## config.mk

```make
export PLATFORM = sky130hd
export DESIGN_NAME = i2cm_arb_top
export DESIGN_NICKNAME = d
export VERILOG_FILES = /design/src/i2cm_arb_pkg.sv /design/src/i2cm_cfg_pkg.sv /design/src/i2cm_if.sv /design/src/i2cm_arb_top.sv /design/src/i2cm_event_notify.sv /design/src/i2cm_xfer_setup.sv /design/src/i2cm_arb_fsm.sv /design/src/i2cm_trig_capture.sv
export VERILOG_INCLUDE_DIRS = /design/src
export SDC_FILE = /design/constraint.sdc
export NUM_CORES = 1
export LEC_CHECK = 0
export ABC_AREA = 0
export BUFFER_PORTS_ARGS = -buffer_cell sky130_fd_sc_hd__buf_2
export CORE_UTILIZATION = 45
export DETAILED_ROUTE_END_ITERATION = 8
export PLACE_DENSITY = 0.87
export SYNTH_ARGS = -nofsm -noshare
export SYNTH_HDL_FRONTEND = slang
export SYNTH_SLANG_ARGS = --single-unit
```

## constraint.sdc

```tcl
create_clock -name i2c_clk -period 2.96 [get_ports i2c_clk]
set_input_delay 0.296 -clock i2c_clk [delete_from_list [all_inputs] [get_ports i2c_clk]]
set_output_delay 0.296 -clock i2c_clk [all_outputs]
set_load 0.02 [all_outputs]
```

## src/i2cm_params.svh

```systemverilog
`ifndef I2CM_PARAMS_SVH
`define I2CM_PARAMS_SVH

// one I2C byte on the wire
`define I2CM_BYTE_W 8

// byte-count field of a transfer
`define I2CM_NUM_W 4

// flops in each trigger synchroniser
`define I2CM_SYNC_STAGES 2

`endif
```

## src/i2cm_arb_pkg.sv

```systemverilog
`default_nettype none

package i2cm_arb_pkg;

   // arbiter control states
   typedef enum logic [2:0] {
      IDLE,
      // channel 0 owns the engine
      TRG0_OP,
      // channel 1 owns the engine
      TRG1_OP,
      // channel 1 preempted, waiting for the engine to drop back to idle
      WAIT_INT,
      // resumed channel 1, address phase
      INT_1ST_ADDR,
      // resumed channel 1, data phase
      INT_DATA
   } arb_state_e;

   // channel whose configuration is presented
   typedef enum logic {
      CH0,
      CH1
   } chan_e;

endpackage

`default_nettype wire

```

## src/i2cm_cfg_pkg.sv

```systemverilog
`default_nettype none

`include "i2cm_params.svh"

package i2cm_cfg_pkg;

   // 7-bit address plus r/w bit as the engine sends it
   typedef logic [`I2CM_BYTE_W-1:0] dev_id_t;

   // register address inside the device
   typedef logic [`I2CM_BYTE_W-1:0] reg_addr_t;

   // data byte passed through from the engine
   typedef logic [`I2CM_BYTE_W-1:0] data_byte_t;

   // bytes in one transfer, also the engine byte counter
   typedef logic [`I2CM_NUM_W-1:0] byte_num_t;

endpackage

`default_nettype wire

```

## src/i2cm_if.sv

```systemverilog
`default_nettype none

// status coming back from the I2C master engine
interface i2cm_eng_if;
   logic                    finish_pulse;
   logic                    wdata_nack;
   i2cm_cfg_pkg::byte_num_t num_cnt;
   i2cm_cfg_pkg::reg_addr_t addr_cnt;
   i2cm_cfg_pkg::data_byte_t data;
   // engine idle or clearing
   logic                    clr_smo;
   logic                    addr_done;
   logic                    num_cnt_inc;

   modport src (
      output finish_pulse, wdata_nack, num_cnt, addr_cnt, data,
      output clr_smo, addr_done, num_cnt_inc
   );

   modport snk (
      input finish_pulse, wdata_nack, num_cnt, addr_cnt, data,
      input clr_smo, addr_done, num_cnt_inc
   );
endinterface

// arbiter control, driven by the FSM
interface i2cm_arb_ctl_if;
   i2cm_arb_pkg::arb_state_e state;
   i2cm_arb_pkg::chan_e      chan;
   logic                     restore;
   logic                     pend_clr0;
   logic                     pend_clr1;

   modport drv (
      output state, chan, restore, pend_clr0, pend_clr1
   );

   modport mon (
      input state, chan, restore, pend_clr0, pend_clr1
   );
endinterface

`default_nettype wire

```

## src/i2cm_arb_top.sv

```systemverilog
`default_nettype none

module i2cm_arb_top (
   input  wire                              i2c_clk,
   input  wire                              i2c_rst_n,
   input  wire                              i_trg_0,
   input  wire                              i_trg_1,
   input  wire                              i_stb_0,
   input  wire                              i_stb_1,
   input  wire                              i_seq_0,
   input  wire                              i_seq_1,
   input  wire                              i_nack_0,
   input  wire                              i_nack_1,
   input  wire                              i_type_0,
   input  wire                              i_type_1,
   input  wire i2cm_cfg_pkg::dev_id_t       i_dev_id_0,
   input  wire i2cm_cfg_pkg::dev_id_t       i_dev_id_1,
   input  wire i2cm_cfg_pkg::reg_addr_t     i_addr_0,
   input  wire i2cm_cfg_pkg::reg_addr_t     i_addr_1,
   input  wire i2cm_cfg_pkg::byte_num_t     i_num_0,
   input  wire i2cm_cfg_pkg::byte_num_t     i_num_1,
   input  wire                              i_finish_pulse,
   input  wire                              i_wdata_nack,
   input  wire i2cm_cfg_pkg::byte_num_t     i_num_cnt,
   input  wire i2cm_cfg_pkg::reg_addr_t     i_addr_cnt,
   input  wire i2cm_cfg_pkg::data_byte_t    i_data,
   input  wire                              i_clr_smo,
   input  wire                              i_addr_done,
   input  wire                              i_num_cnt_inc,
   output logic                             o_finish_tgl_0,
   output logic                             o_finish_tgl_1,
   output logic                             o_nack_tgl_0,
   output logic                             o_nack_tgl_1,
   output logic                             o_abr_op,
   output logic                             o_abr_trg_cfg,
   output logic                             o_abr_stb_cfg,
   output logic                             o_abr_seq_cfg,
   output logic                             o_abr_nack_cfg,
   output logic                             o_abr_type_cfg,
   output i2cm_cfg_pkg::dev_id_t            o_abr_dev_id_cfg,
   output i2cm_cfg_pkg::byte_num_t          o_abr_num,
   output i2cm_cfg_pkg::reg_addr_t          o_abr_addr,
   output i2cm_cfg_pkg::data_byte_t         o_abr_data,
   output logic                             o_abr_int_flag
);

   logic pend_0;
   logic pend_1;

   i2cm_eng_if     eng_if ();
   i2cm_arb_ctl_if ctl_if ();

   // engine status onto the shared bundle
   assign eng_if.finish_pulse = i_finish_pulse;
   assign eng_if.wdata_nack   = i_wdata_nack;
   assign eng_if.num_cnt      = i_num_cnt;
   assign eng_if.addr_cnt     = i_addr_cnt;
   assign eng_if.data         = i_data;
   assign eng_if.clr_smo      = i_clr_smo;
   assign eng_if.addr_done    = i_addr_done;
   assign eng_if.num_cnt_inc  = i_num_cnt_inc;

   i2cm_trig_capture i2cm_trig_capture_inst (
      .i2c_clk   (i2c_clk),
      .i2c_rst_n (i2c_rst_n),
      .i_trg_0   (i_trg_0),
      .i_trg_1   (i_trg_1),
      .ctl       (ctl_if.mon),
      .o_pend_0  (pend_0),
      .o_pend_1  (pend_1)
   );

   i2cm_arb_fsm i2cm_arb_fsm_inst (
      .i2c_clk        (i2c_clk),
      .i2c_rst_n      (i2c_rst_n),
      .i_pend_0       (pend_0),
      .i_pend_1       (pend_1),
      .eng            (eng_if.snk),
      .ctl            (ctl_if.drv),
      .o_abr_op       (o_abr_op),
      .o_abr_trg_cfg  (o_abr_trg_cfg),
      .o_abr_int_flag (o_abr_int_flag)
   );

   i2cm_xfer_setup i2cm_xfer_setup_inst (
      .i2c_clk          (i2c_clk),
      .i2c_rst_n        (i2c_rst_n),
      .eng              (eng_if.snk),
      .ctl              (ctl_if.mon),
      .i_stb_0          (i_stb_0),
      .i_stb_1          (i_stb_1),
      .i_seq_0          (i_seq_0),
      .i_seq_1          (i_seq_1),
      .i_nack_0         (i_nack_0),
      .i_nack_1         (i_nack_1),
      .i_type_0         (i_type_0),
      .i_type_1         (i_type_1),
      .i_dev_id_0       (i_dev_id_0),
      .i_dev_id_1       (i_dev_id_1),
      .i_addr_0         (i_addr_0),
      .i_addr_1         (i_addr_1),
      .i_num_0          (i_num_0),
      .i_num_1          (i_num_1),
      .o_abr_stb_cfg    (o_abr_stb_cfg),
      .o_abr_seq_cfg    (o_abr_seq_cfg),
      .o_abr_nack_cfg   (o_abr_nack_cfg),
      .o_abr_type_cfg   (o_abr_type_cfg),
      .o_abr_dev_id_cfg (o_abr_dev_id_cfg),
      .o_abr_num        (o_abr_num),
      .o_abr_addr       (o_abr_addr),
      .o_abr_data       (o_abr_data)
   );

   i2cm_event_notify i2cm_event_notify_inst (
      .i2c_clk        (i2c_clk),
      .i2c_rst_n      (i2c_rst_n),
      .eng            (eng_if.snk),
      .ctl            (ctl_if.mon),
      .o_finish_tgl_0 (o_finish_tgl_0),
      .o_finish_tgl_1 (o_finish_tgl_1),
      .o_nack_tgl_0   (o_nack_tgl_0),
      .o_nack_tgl_1   (o_nack_tgl_1)
   );

endmodule

`default_nettype wire

```

## src/i2cm_event_notify.sv

```systemverilog
`default_nettype none

module i2cm_event_notify (
   input  wire            i2c_clk,
   input  wire            i2c_rst_n,
   i2cm_eng_if.snk        eng,
   i2cm_arb_ctl_if.mon    ctl,
   output logic           o_finish_tgl_0,
   output logic           o_finish_tgl_1,
   output logic           o_nack_tgl_0,
   output logic           o_nack_tgl_1
);

   logic       wdata_nack_q;
   logic       nack_pulse;
   logic [1:0] chan_act;
   logic [1:0] finish_tgl;
   logic [1:0] nack_tgl;

   assign nack_pulse = eng.wdata_nack & wdata_nack_q;

   // channel 1 also owns the resumed states
   assign chan_act[0] = (ctl.state == i2cm_arb_pkg::TRG0_OP);
   assign chan_act[1] = (ctl.state == i2cm_arb_pkg::TRG1_OP) ||
                        (ctl.state == i2cm_arb_pkg::INT_1ST_ADDR) ||
                        (ctl.state == i2cm_arb_pkg::INT_DATA);

   always_ff @(posedge i2c_clk or negedge i2c_rst_n) begin
      if (!i2c_rst_n) begin
         wdata_nack_q <= 1'b0;
         finish_tgl   <= '0;
         nack_tgl     <= '0;
      end else begin
         wdata_nack_q <= eng.wdata_nack;
         finish_tgl   <= finish_tgl ^ (chan_act & {2{eng.finish_pulse}});
         nack_tgl     <= nack_tgl ^ (chan_act & {2{nack_pulse}});
      end
   end

   assign o_finish_tgl_0 = finish_tgl[0];
   assign o_finish_tgl_1 = finish_tgl[1];
   assign o_nack_tgl_0   = nack_tgl[0];
   assign o_nack_tgl_1   = nack_tgl[1];

   // a nack held longer than two cycles would flip the toggle again
   a_nack_two_cycles: assert property (@(posedge i2c_clk) disable iff (!i2c_rst_n)
      nack_pulse |=> !eng.wdata_nack);

endmodule

`default_nettype wire

```

## src/i2cm_xfer_setup.sv

```systemverilog
`default_nettype none

module i2cm_xfer_setup (
   input  wire                              i2c_clk,
   input  wire                              i2c_rst_n,
   i2cm_eng_if.snk                          eng,
   i2cm_arb_ctl_if.mon                      ctl,
   input  wire                              i_stb_0,
   input  wire                              i_stb_1,
   input  wire                              i_seq_0,
   input  wire                              i_seq_1,
   input  wire                              i_nack_0,
   input  wire                              i_nack_1,
   input  wire                              i_type_0,
   input  wire                              i_type_1,
   input  wire i2cm_cfg_pkg::dev_id_t       i_dev_id_0,
   input  wire i2cm_cfg_pkg::dev_id_t       i_dev_id_1,
   input  wire i2cm_cfg_pkg::reg_addr_t     i_addr_0,
   input  wire i2cm_cfg_pkg::reg_addr_t     i_addr_1,
   input  wire i2cm_cfg_pkg::byte_num_t     i_num_0,
   input  wire i2cm_cfg_pkg::byte_num_t     i_num_1,
   output logic                             o_abr_stb_cfg,
   output logic                             o_abr_seq_cfg,
   output logic                             o_abr_nack_cfg,
   output logic                             o_abr_type_cfg,
   output i2cm_cfg_pkg::dev_id_t            o_abr_dev_id_cfg,
   output i2cm_cfg_pkg::byte_num_t          o_abr_num,
   output i2cm_cfg_pkg::reg_addr_t          o_abr_addr,
   output i2cm_cfg_pkg::data_byte_t         o_abr_data
);

   logic                     sel_0;
   logic                     in_1st_addr;
   i2cm_cfg_pkg::reg_addr_t  addr_cfg;
   i2cm_cfg_pkg::byte_num_t  num_cfg;
   i2cm_cfg_pkg::reg_addr_t  addr_keep;
   i2cm_cfg_pkg::byte_num_t  num_keep;
   i2cm_cfg_pkg::reg_addr_t  addr_nxt;
   i2cm_cfg_pkg::byte_num_t  num_nxt;

   assign sel_0       = (ctl.chan == i2cm_arb_pkg::CH0);
   assign in_1st_addr = (ctl.state == i2cm_arb_pkg::INT_1ST_ADDR);

   // configuration of the channel owning the engine
   assign o_abr_stb_cfg    = sel_0 ? i_stb_0    : i_stb_1;
   assign o_abr_seq_cfg    = sel_0 ? i_seq_0    : i_seq_1;
   assign o_abr_nack_cfg   = sel_0 ? i_nack_0   : i_nack_1;
   assign o_abr_type_cfg   = sel_0 ? i_type_0   : i_type_1;
   assign o_abr_dev_id_cfg = sel_0 ? i_dev_id_0 : i_dev_id_1;
   assign addr_cfg         = sel_0 ? i_addr_0   : i_addr_1;
   assign num_cfg          = sel_0 ? i_num_0    : i_num_1;

   // track the engine counters, freeze them once channel 1 is preempted
   always_ff @(posedge i2c_clk) begin
      if (!ctl.restore) begin
         num_keep  <= eng.num_cnt;
         addr_keep <= eng.addr_cnt;
      end
   end

   // resumed address phase starts from where channel 1 stopped
   always_comb begin
      if (ctl.restore && in_1st_addr) begin
         addr_nxt = addr_keep;
      end else if (eng.clr_smo) begin
         addr_nxt = addr_cfg;
      end else begin
         addr_nxt = eng.addr_cnt;
      end
   end

   always_comb begin
      num_nxt = eng.addr_done ? num_cfg : num_keep;
      if (eng.clr_smo && !in_1st_addr) begin
         num_nxt = '0;
      end
   end

   always_ff @(posedge i2c_clk or negedge i2c_rst_n) begin
      if (!i2c_rst_n) begin
         o_abr_num  <= '0;
         o_abr_addr <= '0;
         o_abr_data <= '0;
      end else begin
         o_abr_num  <= num_nxt;
         o_abr_addr <= addr_nxt;
         o_abr_data <= eng.data;
      end
   end

endmodule

`default_nettype wire

```

## src/i2cm_arb_fsm.sv

```systemverilog
`default_nettype none

module i2cm_arb_fsm (
   input  wire            i2c_clk,
   input  wire            i2c_rst_n,
   input  wire            i_pend_0,
   input  wire            i_pend_1,
   i2cm_eng_if.snk        eng,
   i2cm_arb_ctl_if.drv    ctl,
   output logic           o_abr_op,
   output logic           o_abr_trg_cfg,
   output logic           o_abr_int_flag
);

   i2cm_arb_pkg::arb_state_e state;
   i2cm_arb_pkg::arb_state_e state_nxt;
   logic                     restore;
   logic                     restore_nxt;
   logic                     wdata_nack_q;
   logic                     nack_pulse;

   // nack must be seen on two consecutive cycles
   assign nack_pulse = eng.wdata_nack & wdata_nack_q;

   always_comb begin
      state_nxt = state;
      case (state)
         i2cm_arb_pkg::IDLE: begin
            // channel 0 always wins
            if (i_pend_0) begin
               state_nxt = i2cm_arb_pkg::TRG0_OP;
            end else if (i_pend_1) begin
               state_nxt = i2cm_arb_pkg::TRG1_OP;
            end
         end
         i2cm_arb_pkg::TRG0_OP: begin
            if (eng.finish_pulse) begin
               state_nxt = restore ? i2cm_arb_pkg::INT_1ST_ADDR : i2cm_arb_pkg::IDLE;
            end
         end
         i2cm_arb_pkg::TRG1_OP: begin
            if (eng.finish_pulse) begin
               state_nxt = i2cm_arb_pkg::IDLE;
            end else if (eng.num_cnt_inc && i_pend_0) begin
               // preempt on a byte boundary
               state_nxt = i2cm_arb_pkg::WAIT_INT;
            end
         end
         i2cm_arb_pkg::WAIT_INT: begin
            if (eng.clr_smo) begin
               state_nxt = i2cm_arb_pkg::TRG0_OP;
            end
         end
         i2cm_arb_pkg::INT_1ST_ADDR: begin
            if (eng.addr_done) begin
               state_nxt = i2cm_arb_pkg::INT_DATA;
            end else if (eng.finish_pulse) begin
               state_nxt = i2cm_arb_pkg::IDLE;
            end
         end
         i2cm_arb_pkg::INT_DATA: begin
            // re-send the address after a nack
            if (nack_pulse) begin
               state_nxt = i2cm_arb_pkg::INT_1ST_ADDR;
            end else if (eng.finish_pulse) begin
               state_nxt = i2cm_arb_pkg::IDLE;
            end
         end
         default: state_nxt = i2cm_arb_pkg::IDLE;
      endcase
   end

   // set when channel 0 takes over from a preempted channel 1
   assign restore_nxt = ((state == i2cm_arb_pkg::WAIT_INT) & eng.clr_smo | restore) &
                        (state != i2cm_arb_pkg::IDLE);

   always_ff @(posedge i2c_clk or negedge i2c_rst_n) begin
      if (!i2c_rst_n) begin
         state          <= i2cm_arb_pkg::IDLE;
         restore        <= 1'b0;
         wdata_nack_q   <= 1'b0;
         o_abr_int_flag <= 1'b0;
      end else begin
         state          <= state_nxt;
         restore        <= restore_nxt;
         wdata_nack_q   <= eng.wdata_nack;
         o_abr_int_flag <= (state == i2cm_arb_pkg::WAIT_INT);
      end
   end

   assign o_abr_op      = (state != i2cm_arb_pkg::IDLE);
   assign o_abr_trg_cfg = (state == i2cm_arb_pkg::TRG0_OP) ||
                          (state == i2cm_arb_pkg::TRG1_OP) ||
                          (state == i2cm_arb_pkg::INT_1ST_ADDR);

   assign ctl.state     = state;
   assign ctl.chan      = (state == i2cm_arb_pkg::TRG0_OP) ? i2cm_arb_pkg::CH0 :
                                                              i2cm_arb_pkg::CH1;
   assign ctl.restore   = restore;
   assign ctl.pend_clr0 = (state == i2cm_arb_pkg::TRG0_OP);
   assign ctl.pend_clr1 = (state == i2cm_arb_pkg::TRG1_OP);

   // the preempting request stays pending until channel 0 takes the engine
   a_int_flag_pend0: assert property (@(posedge i2c_clk) disable iff (!i2c_rst_n)
      o_abr_int_flag |-> i_pend_0);

   // a finish while waiting for the engine to clear would be lost
   a_no_finish_in_wait: assert property (@(posedge i2c_clk) disable iff (!i2c_rst_n)
      state == i2cm_arb_pkg::WAIT_INT |-> !eng.finish_pulse);

endmodule

`default_nettype wire

```

## src/i2cm_trig_capture.sv

```systemverilog
`default_nettype none

`include "i2cm_params.svh"

module i2cm_trig_capture (
   input  wire            i2c_clk,
   input  wire            i2c_rst_n,
   input  wire            i_trg_0,
   input  wire            i_trg_1,
   i2cm_arb_ctl_if.mon    ctl,
   output logic           o_pend_0,
   output logic           o_pend_1
);

   // one synchroniser row per channel
   logic [1:0][`I2CM_SYNC_STAGES-1:0] sync_q;
   logic [1:0]                        trg_in;
   logic [1:0]                        pend_clr;
   logic [1:0]                        pend_q;

   assign trg_in   = {i_trg_1, i_trg_0};
   assign pend_clr = {ctl.pend_clr1, ctl.pend_clr0};

   always_ff @(posedge i2c_clk or negedge i2c_rst_n) begin
      if (!i2c_rst_n) begin
         sync_q <= '0;
         pend_q <= '0;
      end else begin
         for (int ch = 0; ch < 2; ch++) begin
            sync_q[ch] <= {sync_q[ch][`I2CM_SYNC_STAGES-2:0], trg_in[ch]};
            // sticky until the channel's op state takes it
            pend_q[ch] <= (pend_q[ch] | sync_q[ch][`I2CM_SYNC_STAGES-1]) & ~pend_clr[ch];
         end
      end
   end

   assign o_pend_0 = pend_q[0];
   assign o_pend_1 = pend_q[1];

   // an op state is only entered while its request is still pending
   a_pend0_held_on_entry: assert property (@(posedge i2c_clk) disable iff (!i2c_rst_n)
      $rose(ctl.pend_clr0) |-> o_pend_0);
   a_pend1_held_on_entry: assert property (@(posedge i2c_clk) disable iff (!i2c_rst_n)
      $rose(ctl.pend_clr1) |-> o_pend_1);

endmodule

`default_nettype wire

```

==> flow_summary.json <==
{
  "worst_ep_required_time_ns": 2.66,
  "outcome": "finished clean",
  "end_kind": "output port",
  "numClockSinks": 48,
  "slowest_delay_ns": 0.64,
  "dieArea_mm2": 0.00496,
  "fin_nets": 387,
  "slowest_stage": "or3_1",
  "wire_per_inst_um": 12.7,
  "yosysSeqAreaShare": 0.598,
  "hold_class": "primary input to async pin",
  "yosysWarnings": 0,
  "diodes": 0,
  "initial_core_util": 0.478,
  "die_w_um": 70.4,
  "dpl_cell_area_mm2": 0.00269,
  "portBuffers": 115,
  "final_hold_viol_count": 0,
  "yosys_most_used_dff": "dfrtp_1",
  "cp_max_fo": 18,
  "antenna_left": 0,
  "crit_type": "flop to output port",
  "synth_area_mm2": 0.00211,
  "fmax_mhz": 428,
  "max_slew_margin": 0.453,
  "syn_nets": 276,
  "finClkSkew_ns": 0.00511,
  "cts_buffer_depth": 2,
  "io_pins": 116,
  "grt_usage": 0.187,
  "slew_viol_final": 0,
  "startpoint_type": "flop",
  "clk_pin_slew_ns": 0.09,
  "p_leak_nw": 1.42,
  "grt_pass1_wl_mm": 7.17,
  "reg2reg_slack_ns": 1.10,
  "yosysTopAreaCell": "dfrtp_1",
  "place.detailed.hpwl_mm": 3.33,
  "drt-total-wl_mm": 4.60,
  "reg2reg_depth": 4,
  "crit_chain": "inv_2, or3_1, nand2_1, nand2_1, buf_2",
  "cts-root-buf": "clkbuf_8",
  "whs_ns": 0.0990,
  "setup_viol": 0,
  "grt_pass1_vias": 1686,
  "gp_congestion": 0.877,
  "core_area_mm2": 0.00441,
  "ys_ff_latch": 48,
  "clk_latency_ns": 0.29,
  "hold_buffers": 0,
  "cp-endpoint": "o_abr_dev_id_cfg[3]",
  "setup_ws_ns": 0.623,
  "drc": 0,
  "startpoint": "i2cm_arb_fsm_inst.ctl.state[0]$_DFFE_PN0P_",
  "grt_antenna_before_repair": 0,
  "netlist_top_cells_area": "dfrtp_1 (43%), edfxtp_1 (17%), nand2_1 (8.9%), mux2i_1 (4.7%), a211oi_1 (3.6%)",
  "area_growth_pct": 31.6,
  "worstPathArrival_ns": 2.04,
  "crit_family": "simple AND/OR/NAND/NOR gates",
  "via_per_inst": 5.04,
  "final.min_clock_period_ns": 2.34,
  "cts_tree": "yes",
  "row_count": 24,
  "p_per_area_mw_per_mm2": 914,
  "postSynthAreaPerCell_um2": 10.6,
  "synth_top_area_frac": 0.427,
  "ir_drop_v": 0.000426,
  "final.period_utilization": 0.790,
  "grt-ovfl-total": 0,
  "post_cts_buffers": 0,
  "tightest_slew_ns": 0.821,
  "netlist_instances": 199,
  "timing.rr.start": "i2cm_arb_fsm_inst.ctl.state[1]$_DFFE_PN0P_",
  "cp_num_buf_inv": 2,
  "tritoncts.num_buffers": 5,
  "die_h_um": 70.4,
  "synthDistinctLibCells": 32,
  "cp_num_cells": 5,
  "vias": 1828,
  "r2r-end": "i2cm_xfer_setup_inst.o_abr_addr[1]$_DFF_PN0_",
  "drive_gt1_frac": 0.408,
  "tns_ns": 0,
  "synth-edff-count": 12,
  "htree_levels": 2,
  "drtIter0Drc": 66,
  "postSynth.asyncResetShare": 0.750,
  "rsz0062_at_grt": "false",
  "grt_max_degree": 37,
  "maxCapViolations": 0,
  "cp_common_cell": "nand2_1",
  "first_pass_iters": 4,
  "final_area_mm2": 0.00278,
  "cts_resized": 0,
  "place_ws_ns": 0.922
}
-- flip-flops by register name (all words and copies together), names as in the netlist --
register	cells
i2cm_event_notify_inst.nack_tgl	2
i2cm_xfer_setup_inst.o_abr_num	4
i2cm_xfer_setup_inst.addr_keep	8
i2cm_xfer_setup_inst.num_keep	4
i2cm_arb_fsm_inst.o_abr_int_flag	1
i2cm_arb_fsm_inst.ctl.state	3
i2cm_xfer_setup_inst.o_abr_data	8
i2cm_trig_capture_inst.sync_q	4
i2cm_trig_capture_inst.pend_q	2
i2cm_arb_fsm_inst.ctl.restore	1
i2cm_event_notify_inst.finish_tgl	2
i2cm_xfer_setup_inst.o_abr_addr	8
i2cm_event_notify_inst.wdata_nack_q	1
-- power by group --
group	leakage, nW	switching [mW]	internal (mW)	total, mW
Sequential	0.552	0.134	0.853	0.987
Combinational	0.829	0.728	0.451	1.18
Clock	0.0422	0.203	0.166	0.369
-- worst min-delay path by stage --
stage	start	slack, ns	end	depth (start not counted)
2_1_floorplan	i2c_rst_n	0.0004	i2cm_arb_fsm_inst.ctl.restore$_DFF_PN0_	0
3_5_place_dp	i2cm_trig_capture_inst.sync_q[0]$_DFF_PN0_	0.33	i2cm_trig_capture_inst.sync_q[1]$_DFF_PN0_	0
6_report	i2c_rst_n	0.1	i2cm_xfer_setup_inst.o_abr_num[3]$_DFF_PN0_	1
3_3_place_gp	i2cm_trig_capture_inst.sync_q[0]$_DFF_PN0_	0.33	i2cm_trig_capture_inst.sync_q[1]$_DFF_PN0_	0
4_1_cts	i_data[6]	0.1	i2cm_xfer_setup_inst.o_abr_data[6]$_DFF_PN0_	1
5_1_grt	i_data[7]	0.09	i2cm_xfer_setup_inst.o_abr_data[7]$_DFF_PN0_	1
-- routing by layer --
layer / vias to the layer above / global-route usage / routed length, µm
met3: 5 / 0.0433 / 346
li1: 901 / - / -
met5: - / 0 / 0
met2: 93 / 0.354 / 2390
met4: 0 / 0.0600 / 40
met1: 829 / 0.201 / 1820
-- cell usage after synthesis, types with 2 or more instances --
cell and n:
a311oi_1 4, a211oi_1 10, dfrtp_1 36, xnor2_1 3
clkbuf_1 4, o21ai_0 4, nor2_1 20, nor2b_1 2
a21oi_1 4, inv_2 2, nand2b_1 3, mux2i_1 10
edfxtp_1 12, nand3_1 3, buf_2 7, nor3_1 2
nand2_1 50, a21o_1 9
-- cell type report --
class / count / area (µm²)
clock buffer: 7 / 76.3
fill: 386 / 1640
sequential: 48 / 1260
timing repair buffer: 117 / 591
clock inverter: 1 / 5.00
multi-input combinational: 135 / 766
tap: 52 / 65.1
inverter: 3 / 11.3
-- cell families (layout without fill, tap and decap cells) --
kind of cell / Yosys count / in the layout / share of synthesized area
flip-flops: 48 / 48 / 0.598
buffers and inverters: 16 / 128 / 0.0415
AO/OA/AOI/OAI: 37 / 37 / 0.124
multiplexers: 10 / 10 / 0.0475
XOR/XNOR: 4 / 4 / 0.0166
AND/OR/NAND/NOR: 84 / 84 / 0.172
-- cell usage in the layout (no fill, tap or decap), types with 2 or more instances in the layout --
master / instances
clkbuf_1: 2
a311oi_1: 4
nand3_1: 3
inv_2: 2
nor3_1: 2
nor2_1: 20
clkbuf_8: 5
a21o_1: 9
nand2_1: 50
a21oi_1: 4
edfxtp_1: 12
dfrtp_1: 36
nand2b_1: 3
buf_2: 115
o21ai_0: 4
a211oi_1: 10
buf_4: 2
mux2i_1: 10
nor2b_1: 2
xnor2_1: 3
-- worst register-to-register path: stages (launching register included) --
cell	delay [ns]
dfrtp_1	0.55
nand2b_1	0.33
nor3_4	0.54
a211oi_1	0.13
a21o_1	0.20
-- through the flow --
stage | power (mW) | utilization | cells
finish | 2.54 | 0.629 | 363
global route | 2.71 | 0.629 | 363
CTS | 2.56 | 0.629 | 363
detailed placement | 2.19 | 0.610 | 355
global placement | 2.16 | 0.610 | 355
floorplan | 1.85 | - | 199
(Power assumes the default switching activity.)
